`src/common/mips_isa_pkg.sv`:
```
package mips_isa_pkg;

	localparam int XLEN       = 32;	// Data and instruction width
	localparam int REG_ADDR_W = 5;	// 32 architectural registers
	localparam int OPCODE_W   = 6;	// instr[31:26]
	localparam int FUNCT_W    = 6;	// instr[5:0]
	localparam int IMM_W      = 16;	// instr[15:0]
	localparam int JADDR_W    = 26;	// instr[25:0], word target

	// Primary opcodes
	localparam logic [OPCODE_W-1:0] OP_RTYPE    = 6'b000000;	// Decoded by funct
	localparam logic [OPCODE_W-1:0] OP_REGIMM   = 6'b000001;	// Decoded by rt
	localparam logic [OPCODE_W-1:0] OP_J        = 6'b000010;
	localparam logic [OPCODE_W-1:0] OP_JAL      = 6'b000011;
	localparam logic [OPCODE_W-1:0] OP_BEQ      = 6'b000100;
	localparam logic [OPCODE_W-1:0] OP_BNE      = 6'b000101;
	localparam logic [OPCODE_W-1:0] OP_ADDI     = 6'b001000;
	localparam logic [OPCODE_W-1:0] OP_ADDIU    = 6'b001001;
	localparam logic [OPCODE_W-1:0] OP_ANDI     = 6'b001100;
	localparam logic [OPCODE_W-1:0] OP_ORI      = 6'b001101;
	localparam logic [OPCODE_W-1:0] OP_XORI     = 6'b001110;
	localparam logic [OPCODE_W-1:0] OP_LUI      = 6'b001111;
	localparam logic [OPCODE_W-1:0] OP_SPECIAL2 = 6'b011100;	// Only MUL here
	localparam logic [OPCODE_W-1:0] OP_LB       = 6'b100000;
	localparam logic [OPCODE_W-1:0] OP_LW       = 6'b100011;
	localparam logic [OPCODE_W-1:0] OP_SB       = 6'b101000;
	localparam logic [OPCODE_W-1:0] OP_SW       = 6'b101011;

	// R-type funct codes
	localparam logic [FUNCT_W-1:0] FN_SLL  = 6'b000000;
	localparam logic [FUNCT_W-1:0] FN_SRL  = 6'b000010;
	localparam logic [FUNCT_W-1:0] FN_SRA  = 6'b000011;
	localparam logic [FUNCT_W-1:0] FN_JR   = 6'b001000;
	localparam logic [FUNCT_W-1:0] FN_JALR = 6'b001001;
	localparam logic [FUNCT_W-1:0] FN_ADD  = 6'b100000;
	localparam logic [FUNCT_W-1:0] FN_ADDU = 6'b100001;
	localparam logic [FUNCT_W-1:0] FN_SUB  = 6'b100010;
	localparam logic [FUNCT_W-1:0] FN_SUBU = 6'b100011;
	localparam logic [FUNCT_W-1:0] FN_AND  = 6'b100100;
	localparam logic [FUNCT_W-1:0] FN_OR   = 6'b100101;
	localparam logic [FUNCT_W-1:0] FN_XOR  = 6'b100110;
	localparam logic [FUNCT_W-1:0] FN_NOR  = 6'b100111;
	localparam logic [FUNCT_W-1:0] FN_SLT  = 6'b101010;
	localparam logic [FUNCT_W-1:0] FN_MUL  = 6'b000010;	// Under SPECIAL2, same code as SRL

	// REGIMM rt codes
	localparam logic [REG_ADDR_W-1:0] RT_BGEZ   = 5'b00001;
	localparam logic [REG_ADDR_W-1:0] RT_BGEZAL = 5'b10001;

	localparam logic [REG_ADDR_W-1:0] RA_REG = 5'd31;	// Link register

endpackage

```
`src/common/core_ctrl_pkg.sv`:
```
package core_ctrl_pkg;

	typedef enum logic [1:0] {
		PC_BRANCH = 2'b00,	// PC+1+imm when zero matches branch_eq
		PC_JUMP   = 2'b01,	// Absolute word target from instr
		PC_REG    = 2'b10,	// Target held in rs
		PC_SEQ    = 2'b11	// PC+1
	} pc_src_e;

	typedef enum logic [1:0] {
		DST_RT = 2'd0,	// Two-register forms
		DST_RD = 2'd1,	// Three-register forms
		DST_RA = 2'd2	// Register 31
	} reg_dst_e;

	typedef enum logic [1:0] {
		WB_ALU  = 2'd0,
		WB_MEM  = 2'd1,
		WB_LINK = 2'd2	// Return address PC+1
	} wb_src_e;

	// Final ALU operation
	typedef enum logic [3:0] {
		ALU_ADD   = 4'd0,
		ALU_SUB   = 4'd1,
		ALU_AND   = 4'd2,
		ALU_NOR   = 4'd3,
		ALU_OR    = 4'd4,
		ALU_XOR   = 4'd5,
		ALU_FUNCT = 4'd6,	// Request only, resolved by alu_control
		ALU_GEZ   = 4'd7,	// 0 when a >= 0, else 1
		ALU_MUL   = 4'd8,
		ALU_LUI   = 4'd9,
		ALU_SLT   = 4'd10,
		ALU_SLL   = 4'd11,
		ALU_SRL   = 4'd12,
		ALU_SRA   = 4'd13
	} alu_op_e;

	// Decoder request uses ADD..XOR except NOR, plus FUNCT, GEZ, LUI and MUL
	typedef alu_op_e alu_class_e;

endpackage

```
`src/rtl/fetch/pc_unit.sv`:
```
`timescale 1ns/10ps
module pc_unit import mips_isa_pkg::*, core_ctrl_pkg::*; #(
	parameter  int IMEM_WORDS = 64,	// Power of two, PC wraps here
	localparam int AW         = $clog2(IMEM_WORDS)
) (
	input  logic               clk,
	input  logic               rst_n,
	input  logic               run,	// Low holds the PC for loading
	input  pc_src_e            pc_src,
	input  logic               branch_eq,
	input  logic               zero,
	input  logic [XLEN-1:0]    imm_ext,	// Branch offset in words
	input  logic [JADDR_W-1:0] jaddr,
	input  logic [XLEN-1:0]    rs_data,
	output logic [AW-1:0]      pc,
	output logic [AW-1:0]      pc_plus1
);

	logic [AW-1:0] pc_next;
	logic          take_branch;

	assign pc_plus1    = pc + 1'b1;
	assign take_branch = (zero == branch_eq);

	always_comb
	begin
		case (pc_src)
			PC_BRANCH: pc_next = take_branch ? pc_plus1 + imm_ext[AW-1:0] : pc_plus1;
			PC_JUMP:   pc_next = jaddr[AW-1:0];	// Word target, upper bits wrap
			PC_REG:    pc_next = rs_data[AW-1:0];
			default:   pc_next = pc_plus1;
		endcase
	end

	always_ff @(posedge clk or negedge rst_n)
	begin
		if (!rst_n)
		begin
			pc <= '0;
		end
		else if (run)
		begin
			pc <= pc_next;	// One instruction per clock
		end
	end

endmodule

```
`config.mk`:
```
export PLATFORM = sky130hd
export DESIGN_NAME = pc_unit
export DESIGN_NICKNAME = d
export VERILOG_FILES = /design/src/common/mips_isa_pkg.sv /design/src/common/core_ctrl_pkg.sv /design/src/rtl/fetch/pc_unit.sv
export SDC_FILE = /design/constraint.sdc
export NUM_CORES = 1
export LEC_CHECK = 0
export BUFFER_PORTS_ARGS = -buffer_cell sky130_fd_sc_hd__clkbuf_2
export CAP_MARGIN = 20
export CORE_MARGIN = 2
export CORE_UTILIZATION = 30
export DETAILED_ROUTE_END_ITERATION = 8
export PLACE_DENSITY = 0.79
export SYNTH_ARGS = -nofsm -noshare
export SYNTH_HDL_FRONTEND = slang
export SYNTH_SLANG_ARGS = --single-unit
export TNS_END_PERCENT = 5
```
`constraint.sdc`:
```
create_clock -name clk -period 2.8 [get_ports clk]
set_input_delay 0.56 -clock clk [delete_from_list [all_inputs] [get_ports clk]]
set_output_delay 0.56 -clock clk [all_outputs]
set_load 0.05 [all_outputs]
```
---- Word-level counts from Yosys, hierarchy flattened ----
Cells that the tools add are included.
word-level totals
  word-level logic and storage cells ...... 9
  register bits ........................... 6
  bits of input ports ..................... 97
operators by class
  eq/ne operators ......................... 3
  multiplexer cells ....................... 2
  add/subtract/negate cells ............... 2
  reduce and logical (&&, ||, !) cells .... 1
operator list
  kind                                                                    count
  6-bit case mux with 3 select lines                                      1
  6-bit by 1-bit adder with 6-bit output (second input constant)          1
  6-bit adder                                                             1
  6-bit 2-to-1 mux                                                        1
  2-bit by 1-bit equality test with 1-bit output (second input constant)  1
  2-bit equality test (second input constant)                             1
  2-bit logical NOT                                                       1
  1-bit equality test                                                     1

---- Longest topological paths before layout ----
  depth in word-level cells ............... 4
  depth in mapped cells ................... 10

---- Least setup slack after synthesis ----
OpenSTA, ideal clock, no wires.
  path kind ............................... reg-to-reg
  start point ............................. register pc[1]
  end point ............................... register pc[5]
  data required time ...................... 2.672 ns
  data arrival time ....................... 3.081 ns
  path slack .............................. -0.408 ns
  library setup time ...................... 0.128 ns
  cell stages (with the launch flop) ...... 9
  cell sequence ........................... dfrtp_1 ha_1 xor2_1 ha_1 o21ai_0 nor4_1 nor4_1 xor2_1 o21ai_0
between the ends
  longest elaborated chain between the ends .. 4
RTL lines
  what                                    RTL line       RTL
  start, declared                         pc_unit.sv:15  output logic [AW-1:0] pc,
  start signal, assigned                  pc_unit.sv:43  pc <= pc_next;
  6-bit by 1-bit adder with 6-bit output  pc_unit.sv:22  assign pc_plus1 = pc + 1'b1;
  via pc_plus1[2]                         pc_unit.sv:16  output logic [AW-1:0] pc_plus1
  6-bit adder                             pc_unit.sv:28  PC_BRANCH: pc_next = take_branch ? pc_plus1 + imm_ext[AW-1:0] : pc_plus1;
  6-bit 2-to-1 mux                        pc_unit.sv:28
  6-bit case mux with 3 select lines      pc_unit.sv:27  case (pc_src)
The timed path passes the listed nets, and every way through them passes these cells.
A chain may end at the register's enable or synchronous reset.

---- Final worst setup path ----
  start point ............................. register pc[0]
  end point ............................... register pc[5]
between the ends
  longest elaborated chain between the ends .. 4
RTL lines
  what                                      RTL line
  6-bit by 1-bit adder with 6-bit output *  pc_unit.sv:22
  6-bit adder                               pc_unit.sv:28
  6-bit 2-to-1 mux                          pc_unit.sv:28
  6-bit case mux with 3 select lines *      pc_unit.sv:27
Mark *: on every way between the ends. The rest lies on a longest branch, timed or not.

==> results.toml <==
[logic_synthesis]
synth_compound_area_frac = 0.2588
synth-simple-area-share = 0.1997
ys_types = 35
yosysWarnings = 0
synth-seq-cells = 6
ys_seq_area_frac = 0.1917
synth_top_family_by_area = "compound AO/OA/AOI/OAI gates"
synth_area_leaders = "dfrtp_1, ha_1, mux4_2"
synth-main-ff-cell = "dfrtp_1"
yosysTopAreaCell = "dfrtp_1"
syn_area_per_cell_um2 = 8.514
synth_nets = 196
synthAdderAreaFrac = 0.1214
synth-xor-area-share = 0.09904
async_reset_ff_frac = 1.000
synth_top_cell_area_share = 0.1917
syn_area_um2 = 783.3
syn_inst = 92
yosys-mux-area-fraction = 0.1006
synth_edf_count = 0

[worst_setup_path]
critPathRequiredTime_ns = 2.92
critPathCaptureType = "flop"
crit_fanout = 5
reg2reg_depth = 8
r2r-start = "pc[0]$_DFFE_PN0P_"
worstSetupPathType = "flop to flop"
critPathArrivalTime_ns = 2.60
r2r_setup_slack_ns = 0.32
start_kind = "flop"
reg2reg_to = "pc[5]$_DFFE_PN0P_"

[finish]
largest_reg_flops = 6
syn_to_final_growth_pct = 35.78
n_antenna_cell = 0
fin_nets = 235
finalNonFillerCells = 160
largest-register = "pc"
drive_gt1_frac = 0.3923
reg_top3 = "pc: 6 flops"

[placed_design]
dp.final_hpwl_um = 1747
io_buffers = 36
placed_cells_incl_taps = 156
gp_congestion = 0.7735

[die]
core.rowCount = 18
core_area_um2 = 2477
die-area_um2 = 3035
die_h_um = 55.10
chipWidth_um = 55.10
io_pins = 109
start_util = 0.3162

[power_and_ir_drop]
switching_share = 0.5425
p_seq_frac = 0.174
powerDensity_nw_per_um2 = 720.9
comb_power_share = 0.713
ir_worst_vdd_v = 0.0004069
p_clk_frac = 0.113
p_leak_nw = 0.4867
p_int_mw = 0.3508
p_sw_mw = 0.4159

[timing]
rsz0062_at_grt = "false"
worst_slew_margin_rel = 0.7067
hold_viol_final = 0
final-setup-viol-count = 0
fmax_mhz = 403.1
setup-tns-final_ns = 0
worst_pin_slew_ns = 0.4369
fin_crit_ns = 2.481
slew_viol_final = 0
timing.final.crit_share = 0.8861
finClkSkew_ns = 0.003696

[drt]
wl_met1_um = 951
drt_first_pass_iters = 4
viasPerCell = 5.113
vias = 818
wl_per_cell_um = 12.59
met2_length_um = 894
met3_length_um = 141
drt-total-wl_um = 2014
drcViolationCount = 0
antenna_left = 0
dr.max_layer_used = "met4"
drtIter0Drc = 4

[clocking]
numCtsBuffers = 3
clk_path_buf_depth = 2
postCtsHoldBufs = 0
htree_num_levels = 1
insertion_delay_ns = 0.25
clkTransAtPathRegs_ns = 0.05
post-cts-setup-buffer-count = 0
clock-root-buffer = "clkbuf_4"
cts_tree = "done"
clock_sinks = 6
cts_resized = 0

[grt]
grt_max_degree = 16
grt_pass1_wl_um = 3588
grt_pass1_vias = 861
grt_util_all_layers = 0.1620
grt-ovfl-total = 0
antenna_found_initial = 0

[worst_hold_path]
min_path_type = "input port to asynchronous set/reset pin"

[outcome]
status = "completed"

[job]
max_cap_violations = 0
-- power groups by stage --
stage,logic (mW),registers [mW],clock network (mW)
3_5_place_dp,0.545,0.134,0
6_report,0.547,0.133,0.0863
3_3_place_gp,0.532,0.134,0
2_1_floorplan,0.348,0.205,0
5_1_grt,0.599,0.136,0.0953
4_1_cts,0.549,0.133,0.0899
-- per-layer routing --
metal / up-vias / GRT usage
li1: 421 / -
met1: 361 / 0.2110
met2: 33 / 0.2659
met3: 3 / 0.02419
met4: 0 / 0.06911
met5: - / 0
-- worst max-delay path by stage --
stage	startpoint	endpoint	slack, ns	cells after the start
global placement	pc[0]$_DFFE_PN0P_	pc[5]$_DFFE_PN0P_	0.37	8
CTS	pc[0]$_DFFE_PN0P_	pc[5]$_DFFE_PN0P_	0.33	10
finish	pc[0]$_DFFE_PN0P_	pc[5]$_DFFE_PN0P_	0.32	8
floorplan	pc[2]$_DFFE_PN0P_	pc[5]$_DFFE_PN0P_	0.009	8
global route	pc[0]$_DFFE_PN0P_	pc[5]$_DFFE_PN0P_	0.13	8
detailed placement	pc[0]$_DFFE_PN0P_	pc[5]$_DFFE_PN0P_	0.36	8
-- final cells by class --
cell class	instances	area (um^2)
fill	269	1414
multi-input combinational	80	648.1
timing repair buffer	37	187.7
sequential	6	152.6
tap	30	37.54
clock buffer	4	26.28
inverter	3	11.26
-- logic make-up (layout without fill, tap and decap cells) --
group / Yosys count / count (layout)
AOI/OAI and AO/OA: 32 / 32
buffers and inverters: 6 / 44
muxes: 4 / 4
adders and majority gates: 7 / 7
and+or+nand+nor: 29 / 29
xor gates and xnor gates: 8 / 8
DFF: 6 / 6
-- critical path: stages (launching register included) --
cell and delay [ns]:
dfrtp_2 0.42, ha_1 0.29, xor2_4 0.18, ha_1 0.36
o21ai_0 0.18, o2111a_1 0.26, nor4_1 0.40, xor2_1 0.17
o21ai_0 0.08
-- Yosys cell counts (3+ instances only) --
| cell | count |
|---|---|
| o21ai_0 | 8 |
| a21oi_1 | 7 |
| dfrtp_1 | 6 |
| ha_1 | 6 |
| nand2_1 | 6 |
| nor2_1 | 5 |
| nor2b_1 | 4 |
| xnor2_1 | 4 |
| a211oi_1 | 3 |
| clkbuf_1 | 3 |
| inv_1 | 3 |
| mux4_2 | 3 |
| nand3_1 | 3 |
| xor2_1 | 3 |
-- layout by cell type, fill, tap and decap left out, types with 2 or more instances in the layout --
cell type   n
a21o_1      2
o211ai_1    2
nor2_1      5
nand2_1     6
a22oi_1     2
nor4_1      2
xor2_1      2
o21ai_0     8
ha_1        6
a21oi_1     7
dfrtp_1     4
nand2b_1    2
and2_1      2
dfrtp_2     2
clkbuf_2   36
a211oi_1    3
nand3_1     3
inv_1       3
nor2b_1     4
a31oi_1     2
xnor2_1     3
mux4_2      3
clkbuf_4    3
-- per-stage QoR --
stage	utilization	power, mW	hold slack [ns]	instance area, um^2	setup WS (ns)
floorplan	-	0.5532	0.2644	823.3	0.009242
global placement	0.4187	0.6661	0.3876	1037	0.3722
detailed placement	0.4187	0.6798	0.3900	1037	0.3604
CTS	0.4293	0.7725	0.1221	1064	0.3302
global route	0.4293	0.8307	0.1251	1064	0.1280
finish	0.4293	0.7667	0.1268	1064	0.3190
(Power assumes the default switching activity.)
