===== src/common/mips_isa_pkg.sv =====
package mips_isa_pkg;

	localparam int XLEN       = 32;	// Data and instruction width
	localparam int REG_ADDR_W = 5;	// 32 architectural registers
	localparam int OPCODE_W   = 6;	// instr[31:26]
	localparam int FUNCT_W    = 6;	// instr[5:0]
	localparam int IMM_W      = 16;	// instr[15:0]
	localparam int JADDR_W    = 26;	// instr[25:0], word target

	// Primary opcodes
	localparam logic [OPCODE_W-1:0] OP_RTYPE    = 6'b000000;	// Decoded by funct
	localparam logic [OPCODE_W-1:0] OP_REGIMM   = 6'b000001;	// Decoded by rt
	localparam logic [OPCODE_W-1:0] OP_J        = 6'b000010;
	localparam logic [OPCODE_W-1:0] OP_JAL      = 6'b000011;
	localparam logic [OPCODE_W-1:0] OP_BEQ      = 6'b000100;
	localparam logic [OPCODE_W-1:0] OP_BNE      = 6'b000101;
	localparam logic [OPCODE_W-1:0] OP_ADDI     = 6'b001000;
	localparam logic [OPCODE_W-1:0] OP_ADDIU    = 6'b001001;
	localparam logic [OPCODE_W-1:0] OP_ANDI     = 6'b001100;
	localparam logic [OPCODE_W-1:0] OP_ORI      = 6'b001101;
	localparam logic [OPCODE_W-1:0] OP_XORI     = 6'b001110;
	localparam logic [OPCODE_W-1:0] OP_LUI      = 6'b001111;
	localparam logic [OPCODE_W-1:0] OP_SPECIAL2 = 6'b011100;	// Only MUL here
	localparam logic [OPCODE_W-1:0] OP_LB       = 6'b100000;
	localparam logic [OPCODE_W-1:0] OP_LW       = 6'b100011;
	localparam logic [OPCODE_W-1:0] OP_SB       = 6'b101000;
	localparam logic [OPCODE_W-1:0] OP_SW       = 6'b101011;

	// R-type funct codes
	localparam logic [FUNCT_W-1:0] FN_SLL  = 6'b000000;
	localparam logic [FUNCT_W-1:0] FN_SRL  = 6'b000010;
	localparam logic [FUNCT_W-1:0] FN_SRA  = 6'b000011;
	localparam logic [FUNCT_W-1:0] FN_JR   = 6'b001000;
	localparam logic [FUNCT_W-1:0] FN_JALR = 6'b001001;
	localparam logic [FUNCT_W-1:0] FN_ADD  = 6'b100000;
	localparam logic [FUNCT_W-1:0] FN_ADDU = 6'b100001;
	localparam logic [FUNCT_W-1:0] FN_SUB  = 6'b100010;
	localparam logic [FUNCT_W-1:0] FN_SUBU = 6'b100011;
	localparam logic [FUNCT_W-1:0] FN_AND  = 6'b100100;
	localparam logic [FUNCT_W-1:0] FN_OR   = 6'b100101;
	localparam logic [FUNCT_W-1:0] FN_XOR  = 6'b100110;
	localparam logic [FUNCT_W-1:0] FN_NOR  = 6'b100111;
	localparam logic [FUNCT_W-1:0] FN_SLT  = 6'b101010;
	localparam logic [FUNCT_W-1:0] FN_MUL  = 6'b000010;	// Under SPECIAL2, same code as SRL

	// REGIMM rt codes
	localparam logic [REG_ADDR_W-1:0] RT_BGEZ   = 5'b00001;
	localparam logic [REG_ADDR_W-1:0] RT_BGEZAL = 5'b10001;

	localparam logic [REG_ADDR_W-1:0] RA_REG = 5'd31;	// Link register

endpackage


===== src/common/core_ctrl_pkg.sv =====
package core_ctrl_pkg;

	typedef enum logic [1:0] {
		PC_BRANCH = 2'b00,	// PC+1+imm when zero matches branch_eq
		PC_JUMP   = 2'b01,	// Absolute word target from instr
		PC_REG    = 2'b10,	// Target held in rs
		PC_SEQ    = 2'b11	// PC+1
	} pc_src_e;

	typedef enum logic [1:0] {
		DST_RT = 2'd0,	// Two-register forms
		DST_RD = 2'd1,	// Three-register forms
		DST_RA = 2'd2	// Register 31
	} reg_dst_e;

	typedef enum logic [1:0] {
		WB_ALU  = 2'd0,
		WB_MEM  = 2'd1,
		WB_LINK = 2'd2	// Return address PC+1
	} wb_src_e;

	// Final ALU operation
	typedef enum logic [3:0] {
		ALU_ADD   = 4'd0,
		ALU_SUB   = 4'd1,
		ALU_AND   = 4'd2,
		ALU_NOR   = 4'd3,
		ALU_OR    = 4'd4,
		ALU_XOR   = 4'd5,
		ALU_FUNCT = 4'd6,	// Request only, resolved by alu_control
		ALU_GEZ   = 4'd7,	// 0 when a >= 0, else 1
		ALU_MUL   = 4'd8,
		ALU_LUI   = 4'd9,
		ALU_SLT   = 4'd10,
		ALU_SLL   = 4'd11,
		ALU_SRL   = 4'd12,
		ALU_SRA   = 4'd13
	} alu_op_e;

	// Decoder request uses ADD..XOR except NOR, plus FUNCT, GEZ, LUI and MUL
	typedef alu_op_e alu_class_e;

endpackage


===== src/rtl/control/control_unit.sv =====
`timescale 1ns/10ps
module control_unit import mips_isa_pkg::*, core_ctrl_pkg::*; (
	input  logic [OPCODE_W-1:0]   opcode,
	input  logic [FUNCT_W-1:0]    funct,
	input  logic [REG_ADDR_W-1:0] rt,	// Selects BGEZ or BGEZAL
	output pc_src_e               pc_src,
	output reg_dst_e              reg_dst,
	output wb_src_e               wb_src,
	output alu_class_e            alu_class,
	output logic                  alu_imm,	// Operand B is the immediate
	output logic                  reg_we,
	output logic                  mem_we,
	output logic                  branch_eq,	// Branch when zero equals this
	output logic                  imm_signed,
	output logic                  mem_byte	// Byte access, else word
);

	always_comb
	begin
		pc_src     = PC_SEQ;	// Defaults give a NOP
		reg_dst    = DST_RT;
		wb_src     = WB_ALU;
		alu_class  = ALU_ADD;
		alu_imm    = 1'b0;
		reg_we     = 1'b0;
		mem_we     = 1'b0;
		branch_eq  = 1'b1;
		imm_signed = 1'b1;
		mem_byte   = 1'b0;
		case (opcode)
			OP_RTYPE:
			begin
				case (funct)
					FN_JR:
						pc_src = PC_REG;
					FN_JALR:
					begin
						pc_src  = PC_REG;
						reg_dst = DST_RD;	// rd holds the link, 31 by convention
						wb_src  = WB_LINK;
						reg_we  = 1'b1;
					end
					default:
					begin
						reg_dst   = DST_RD;
						alu_class = ALU_FUNCT;	// alu_control reads funct
						reg_we    = 1'b1;
					end
				endcase
			end
			OP_SPECIAL2:
			begin
				if (funct == FN_MUL)
				begin
					reg_dst   = DST_RD;
					alu_class = ALU_MUL;
					reg_we    = 1'b1;
				end
			end
			OP_REGIMM:
			begin
				case (rt)
					RT_BGEZ:
					begin
						pc_src    = PC_BRANCH;
						alu_class = ALU_GEZ;	// zero set when rs >= 0
					end
					RT_BGEZAL:
					begin
						pc_src    = PC_BRANCH;
						alu_class = ALU_GEZ;
						reg_dst   = DST_RA;
						wb_src    = WB_LINK;	// Link written taken or not
						reg_we    = 1'b1;
					end
					default: ;
				endcase
			end
			OP_ADDI, OP_ADDIU:
			begin
				alu_imm = 1'b1;
				reg_we  = 1'b1;
			end
			OP_ANDI, OP_ORI, OP_XORI, OP_LUI:
			begin
				alu_imm    = 1'b1;
				reg_we     = 1'b1;
				imm_signed = 1'b0;	// Logic immediates are zero-extended
				case (opcode)
					OP_ANDI: alu_class = ALU_AND;
					OP_ORI:  alu_class = ALU_OR;
					OP_XORI: alu_class = ALU_XOR;
					default: alu_class = ALU_LUI;
				endcase
			end
			OP_BEQ, OP_BNE:
			begin
				pc_src    = PC_BRANCH;
				alu_class = ALU_SUB;	// zero means rs == rt
				branch_eq = (opcode == OP_BEQ);
			end
			OP_LW, OP_LB:
			begin
				alu_imm  = 1'b1;	// Base plus offset
				wb_src   = WB_MEM;
				reg_we   = 1'b1;
				mem_byte = (opcode == OP_LB);
			end
			OP_SW, OP_SB:
			begin
				alu_imm  = 1'b1;
				mem_we   = 1'b1;
				mem_byte = (opcode == OP_SB);
			end
			OP_J:
				pc_src = PC_JUMP;
			OP_JAL:
			begin
				pc_src  = PC_JUMP;
				reg_dst = DST_RA;
				wb_src  = WB_LINK;
				reg_we  = 1'b1;
			end
			default: ;	// Unsupported opcode runs as NOP
		endcase
	end

	// A store never also writes the register file
	a_we_excl: assert final (!(reg_we && mem_we))
		else $error("control_unit: reg_we and mem_we together, opcode %b", opcode);

endmodule


===== config.mk =====
export PLATFORM = sky130hd
export DESIGN_NAME = control_unit
export DESIGN_NICKNAME = d
export VERILOG_FILES = /design/src/common/mips_isa_pkg.sv /design/src/common/core_ctrl_pkg.sv /design/src/rtl/control/control_unit.sv
export SDC_FILE = /design/constraint.sdc
export NUM_CORES = 1
export LEC_CHECK = 0
export BUFFER_PORTS_ARGS = -buffer_cell sky130_fd_sc_hd__buf_2
export CORE_AREA = 8 8 45 47
export DETAILED_ROUTE_END_ITERATION = 10
export DIE_AREA = 0 0 53 55
export GPL_TIMING_DRIVEN = 1
export PLACE_DENSITY = 0.76
export SYNTH_ARGS = -nofsm -noshare
export SYNTH_HDL_FRONTEND = slang
export SYNTH_SLANG_ARGS = --single-unit

===== constraint.sdc =====
create_clock -name vclk -period 1.2
set_input_delay 0 -clock vclk [all_inputs]
set_output_delay 0 -clock vclk [all_outputs]
set_load 0.02 [all_outputs]

Word-level counts from Yosys, hierarchy flattened
Index checks and enable logic that the tools add are counted.

Add/sub/neg operators: 0. $mul: 0. Divide/modulo/power cells: 0. Order comparisons: 0. Equal/unequal tests: 21. Shifts and indexed selects: 0. Mux-type cells: 23. Bitwise logic cells: 0. Reduce and logical (&&, ||, !) cells: 10.

Operators by type and width (number): $eq 6x4->1 const B (8); $eq 6x6->1 const B (4); $pmux 2 s4 (3); $pmux 4 s5 (1); $eq 6x2->1 const B (3); $eq 6x3->1 const B (2); $pmux 4 s3 (1); $reduce_or 2->1 (6); $mux 1 (10); $reduce_or 10->1 (1); $reduce_or 9->1 (1); $eq 6x1->1 const B (1); $eq 6x5->1 const B (1); $logic_not 6->1 (1); $mux 2 (3); $mux 3 (2); $eq 5x1->1 const B (1); $eq 5x5->1 const B (1); $mux 4 (1); $pmux 1 s4 (1); $reduce_or 4->1 (1); $pmux 1 s2 (1).

Flip-flop bits (word level): 0. Latch bits: 0. RAM bits: 0. Bits in read-only memories: 0. Input port bits: 17. Output and inout port bits: 16. Word-level logic and storage cells: 54. Memories kept: 0.

Depth between registers and ports, before layout
Depth in word-level cells: 4. Depth in mapped cells: 5. Gate-level depth less buffers: 4.

Least setup slack after synthesis
OpenSTA, ideal clock, no wires.

Kind: input-to-output. From: input port opcode[0]. To: output port mem_we. Arrival time: 1.463 ns. Required time: 1.200 ns. Path slack: -0.263 ns. Cell stages on the path: 3. Cell sequence: or2_1 > buf_4 > a2111oi_0.

Cells in the longest elaborated chain, start to end: 3. Elaborated cells on any way between the ends: 4.

Ends and longest elaborated chain: start: declaration (line control_unit.sv:3) `input logic [OPCODE_W-1:0] opcode,`; $eq 6x6->1 (line control_unit.sv:30) `case (opcode)`; $reduce_or 2->1 (*) (line control_unit.sv:30); $mux 1 (*) (line control_unit.sv:30); end: declaration (line control_unit.sv:12) `output logic mem_we,`.

Mark *: on every way between the ends. The rest lies on a longest branch, timed or not.

Worst setup path after layout
From: input port funct[4]. To: output port reg_we.

Cells in the longest elaborated chain, start to end: 3. Elaborated cells on any way between the ends: 5.

Ends and longest elaborated chain: start: declaration (line control_unit.sv:4) `input logic [FUNCT_W-1:0] funct,`; $eq 6x2->1 / $eq 6x4->1 (equally long branches) (line control_unit.sv:53, control_unit.sv:33); $mux 1, on equally long branches (line control_unit.sv:53, control_unit.sv:33); $pmux 1 s4 (*) (line control_unit.sv:30); end: declaration (line control_unit.sv:11) `output logic reg_we,`.

Marks and branches as above.

==> flow_metrics.env <==
export IMPL_avgSynthCellArea_um2=6.61
export IMPL_synth_cells=63
export IMPL_worst_pin_slew_ns=0.357
export IMPL_nClkBuffers=0
export IMPL_rsz0062_at_grt="true"
export IMPL_slowest_stage="a2111o_1"
export IMPL_final_util_pct=59.2
export IMPL_syn_area_um2=417
export IMPL_cp_required_ns=1.20
export IMPL_vias=683
export IMPL_drt_iter0_drc=3
export IMPL_finalSetupTns_ns=0
export IMPL_dr_pass1_iters=4
export IMPL_drt_total_wl_mm=1.81
export IMPL_ir_worst_vdd_mv=0.160
export IMPL_crit_family="compound AO/OA/AOI/OAI gates"
export IMPL_synth_area_top_cells="a21oi_1, nand3_1, nand2_1"
export IMPL_start_util_pct=30.1
export IMPL_ioPinCount=33
export IMPL_synth_top_cell_area_share_pct=7.21
export IMPL_n_antenna_cell=0
export IMPL_dieHeight_um=55
export IMPL_drive_gt1_share_pct=59.8
export IMPL_viasPerCell=5.55
export IMPL_first_global_vias=659
export IMPL_crit_chain="buf_8 > nor4_4 > nand2_1 > a21o_1 > a2111o_1 > buf_6"
export IMPL_gp_congestion=0.832
export IMPL_hold_viol=0
export IMPL_p_per_area_nw_per_um2=298
export IMPL_fin_cells=123
export IMPL_slowest_delay_ns=0.37
export IMPL_slew_violations=0
export IMPL_grt_max_degree=16
export IMPL_yosysWarningCount=0
export IMPL_crit_buf_inv=2
export IMPL_post_route_drc_count=0
export IMPL_yosys_area_top_type="a21oi_1"
export IMPL_syn2layout_area_growth_pct=96.7
export IMPL_place_inst=118
export IMPL_place_hpwl_mm=1.42
export IMPL_ys_types=33
export IMPL_row_count=14
export IMPL_power_leakage_nw=0.359
export IMPL_seq_area_um2=0
export IMPL_maxCapViolCount=0
export IMPL_core_area_um2=1380
export IMPL_syn_nets=80
export IMPL_worst_path_max_fanout=2
export IMPL_grt_first_pass_wirelength_mm=2.92
export IMPL_dieArea_um2=2920
export IMPL_grt_overflow=0
export IMPL_outcome="completed"
export IMPL_worstPathArrival_ns=1.19
export IMPL_relSlewSlack_pct=76.1
export IMPL_start_kind="primary input"
export IMPL_drtAntennaViolNets=0
export IMPL_setup_viol=0
export IMPL_period_needed_ns=1.19
export IMPL_die_x_um=53
export IMPL_end_kind="output pin"
export IMPL_critical_path_class="primary input to output pin"
export IMPL_routedWlPerCell_um=14.7
export IMPL_fmax_mhz=843
export IMPL_hold_slack_ns=0.386
export IMPL_portBuffers=33
export IMPL_layout_worst_path_cycle_share_pct=98.9
export IMPL_grt_usage_pct=12.2
export IMPL_hold_class="primary input to output pin"
export IMPL_yosysSeqAreaShare_pct=0
export IMPL_antenna_found_initial=0
export IMPL_nets=126
export IMPL_nFlopsAndLatches=0
-- area by class of cell --
| class | instances | area (um^2) |
|---|---|---|
| fill | 135 | 564 |
| multi-input combinational | 54 | 437 |
| timing repair buffer | 50 | 352 |
| tap | 16 | 20.0 |
| inverter | 3 | 11.3 |
-- cell usage after synthesis (2+ instances only) --
library cell  number
buf_4              3
inv_1              2
o21ai_0            3
nand3_1            6
nand2_1            8
buf_2              2
nor2_1             4
nor4_1             2
nor3_1             3
o22ai_1            2
a21oi_1            6
-- worst paths after layout --
check     start        end  slack [ns]  cells after the start
max    funct[4]     reg_we        0.01                      6
min    funct[0]  wb_src[1]        0.39                      4
-- per-layer routing --
layer | track usage (%) | vias to the layer above | wire length (um)
met4 | 0.431 | 0 | 0
met2 | 24.2 | 23 | 942
met1 | 13.7 | 331 | 735
met5 | 0 | - | 0
li1 | - | 329 | -
met3 | 1.87 | 0 | 135
-- power breakdown --
part | total (mW) | internal [mW] | switching, mW
Sequential | 0 | 0 | 0
Clock | 0 | 0 | 0
Combinational | 0.245 | 0.117 | 0.127
-- per-stage QoR --
step           setup slack, ns  power, mW  instance area (um^2)
2_1_floorplan         -0.00824      0.116                   447
3_3_place_gp            -0.102      0.197                   686
3_5_place_dp            -0.175      0.203                   686
4_1_cts                0.00107      0.220                   736
5_1_grt                -0.0515      0.263                   820
6_report                0.0138      0.245                   820
-- cell usage in the layout, fill, tap and decap left out, drive strengths merged, types with 2 or more instances in the layout --
| cell | n |
|---|---|
| nand2b | 2 |
| nand2 | 8 |
| a21oi | 6 |
| o21ai | 3 |
| nand3 | 6 |
| nor3 | 3 |
| inv | 3 |
| a2111oi | 2 |
| buf | 50 |
| o22ai | 2 |
| nor4bb | 2 |
| nor4 | 3 |
| nor2 | 4 |
-- kinds of logic after synthesis --
family / Yosys count / synth area share, %
buf+inv: 9 / 11.4
compound gates: 20 / 36.6
simple gates: 33 / 49.6
mux: 1 / 2.40
-- timing repair --
item / 4_1_cts / 5_1_grt
endpoints found under the setup margin: 4 / 8
pin swaps: 6 / 9
hold buffers: 0 / 0
setup buffers: 2 / 4
resized for setup: 7 / 18
Power figures use the tool's default switching activity.
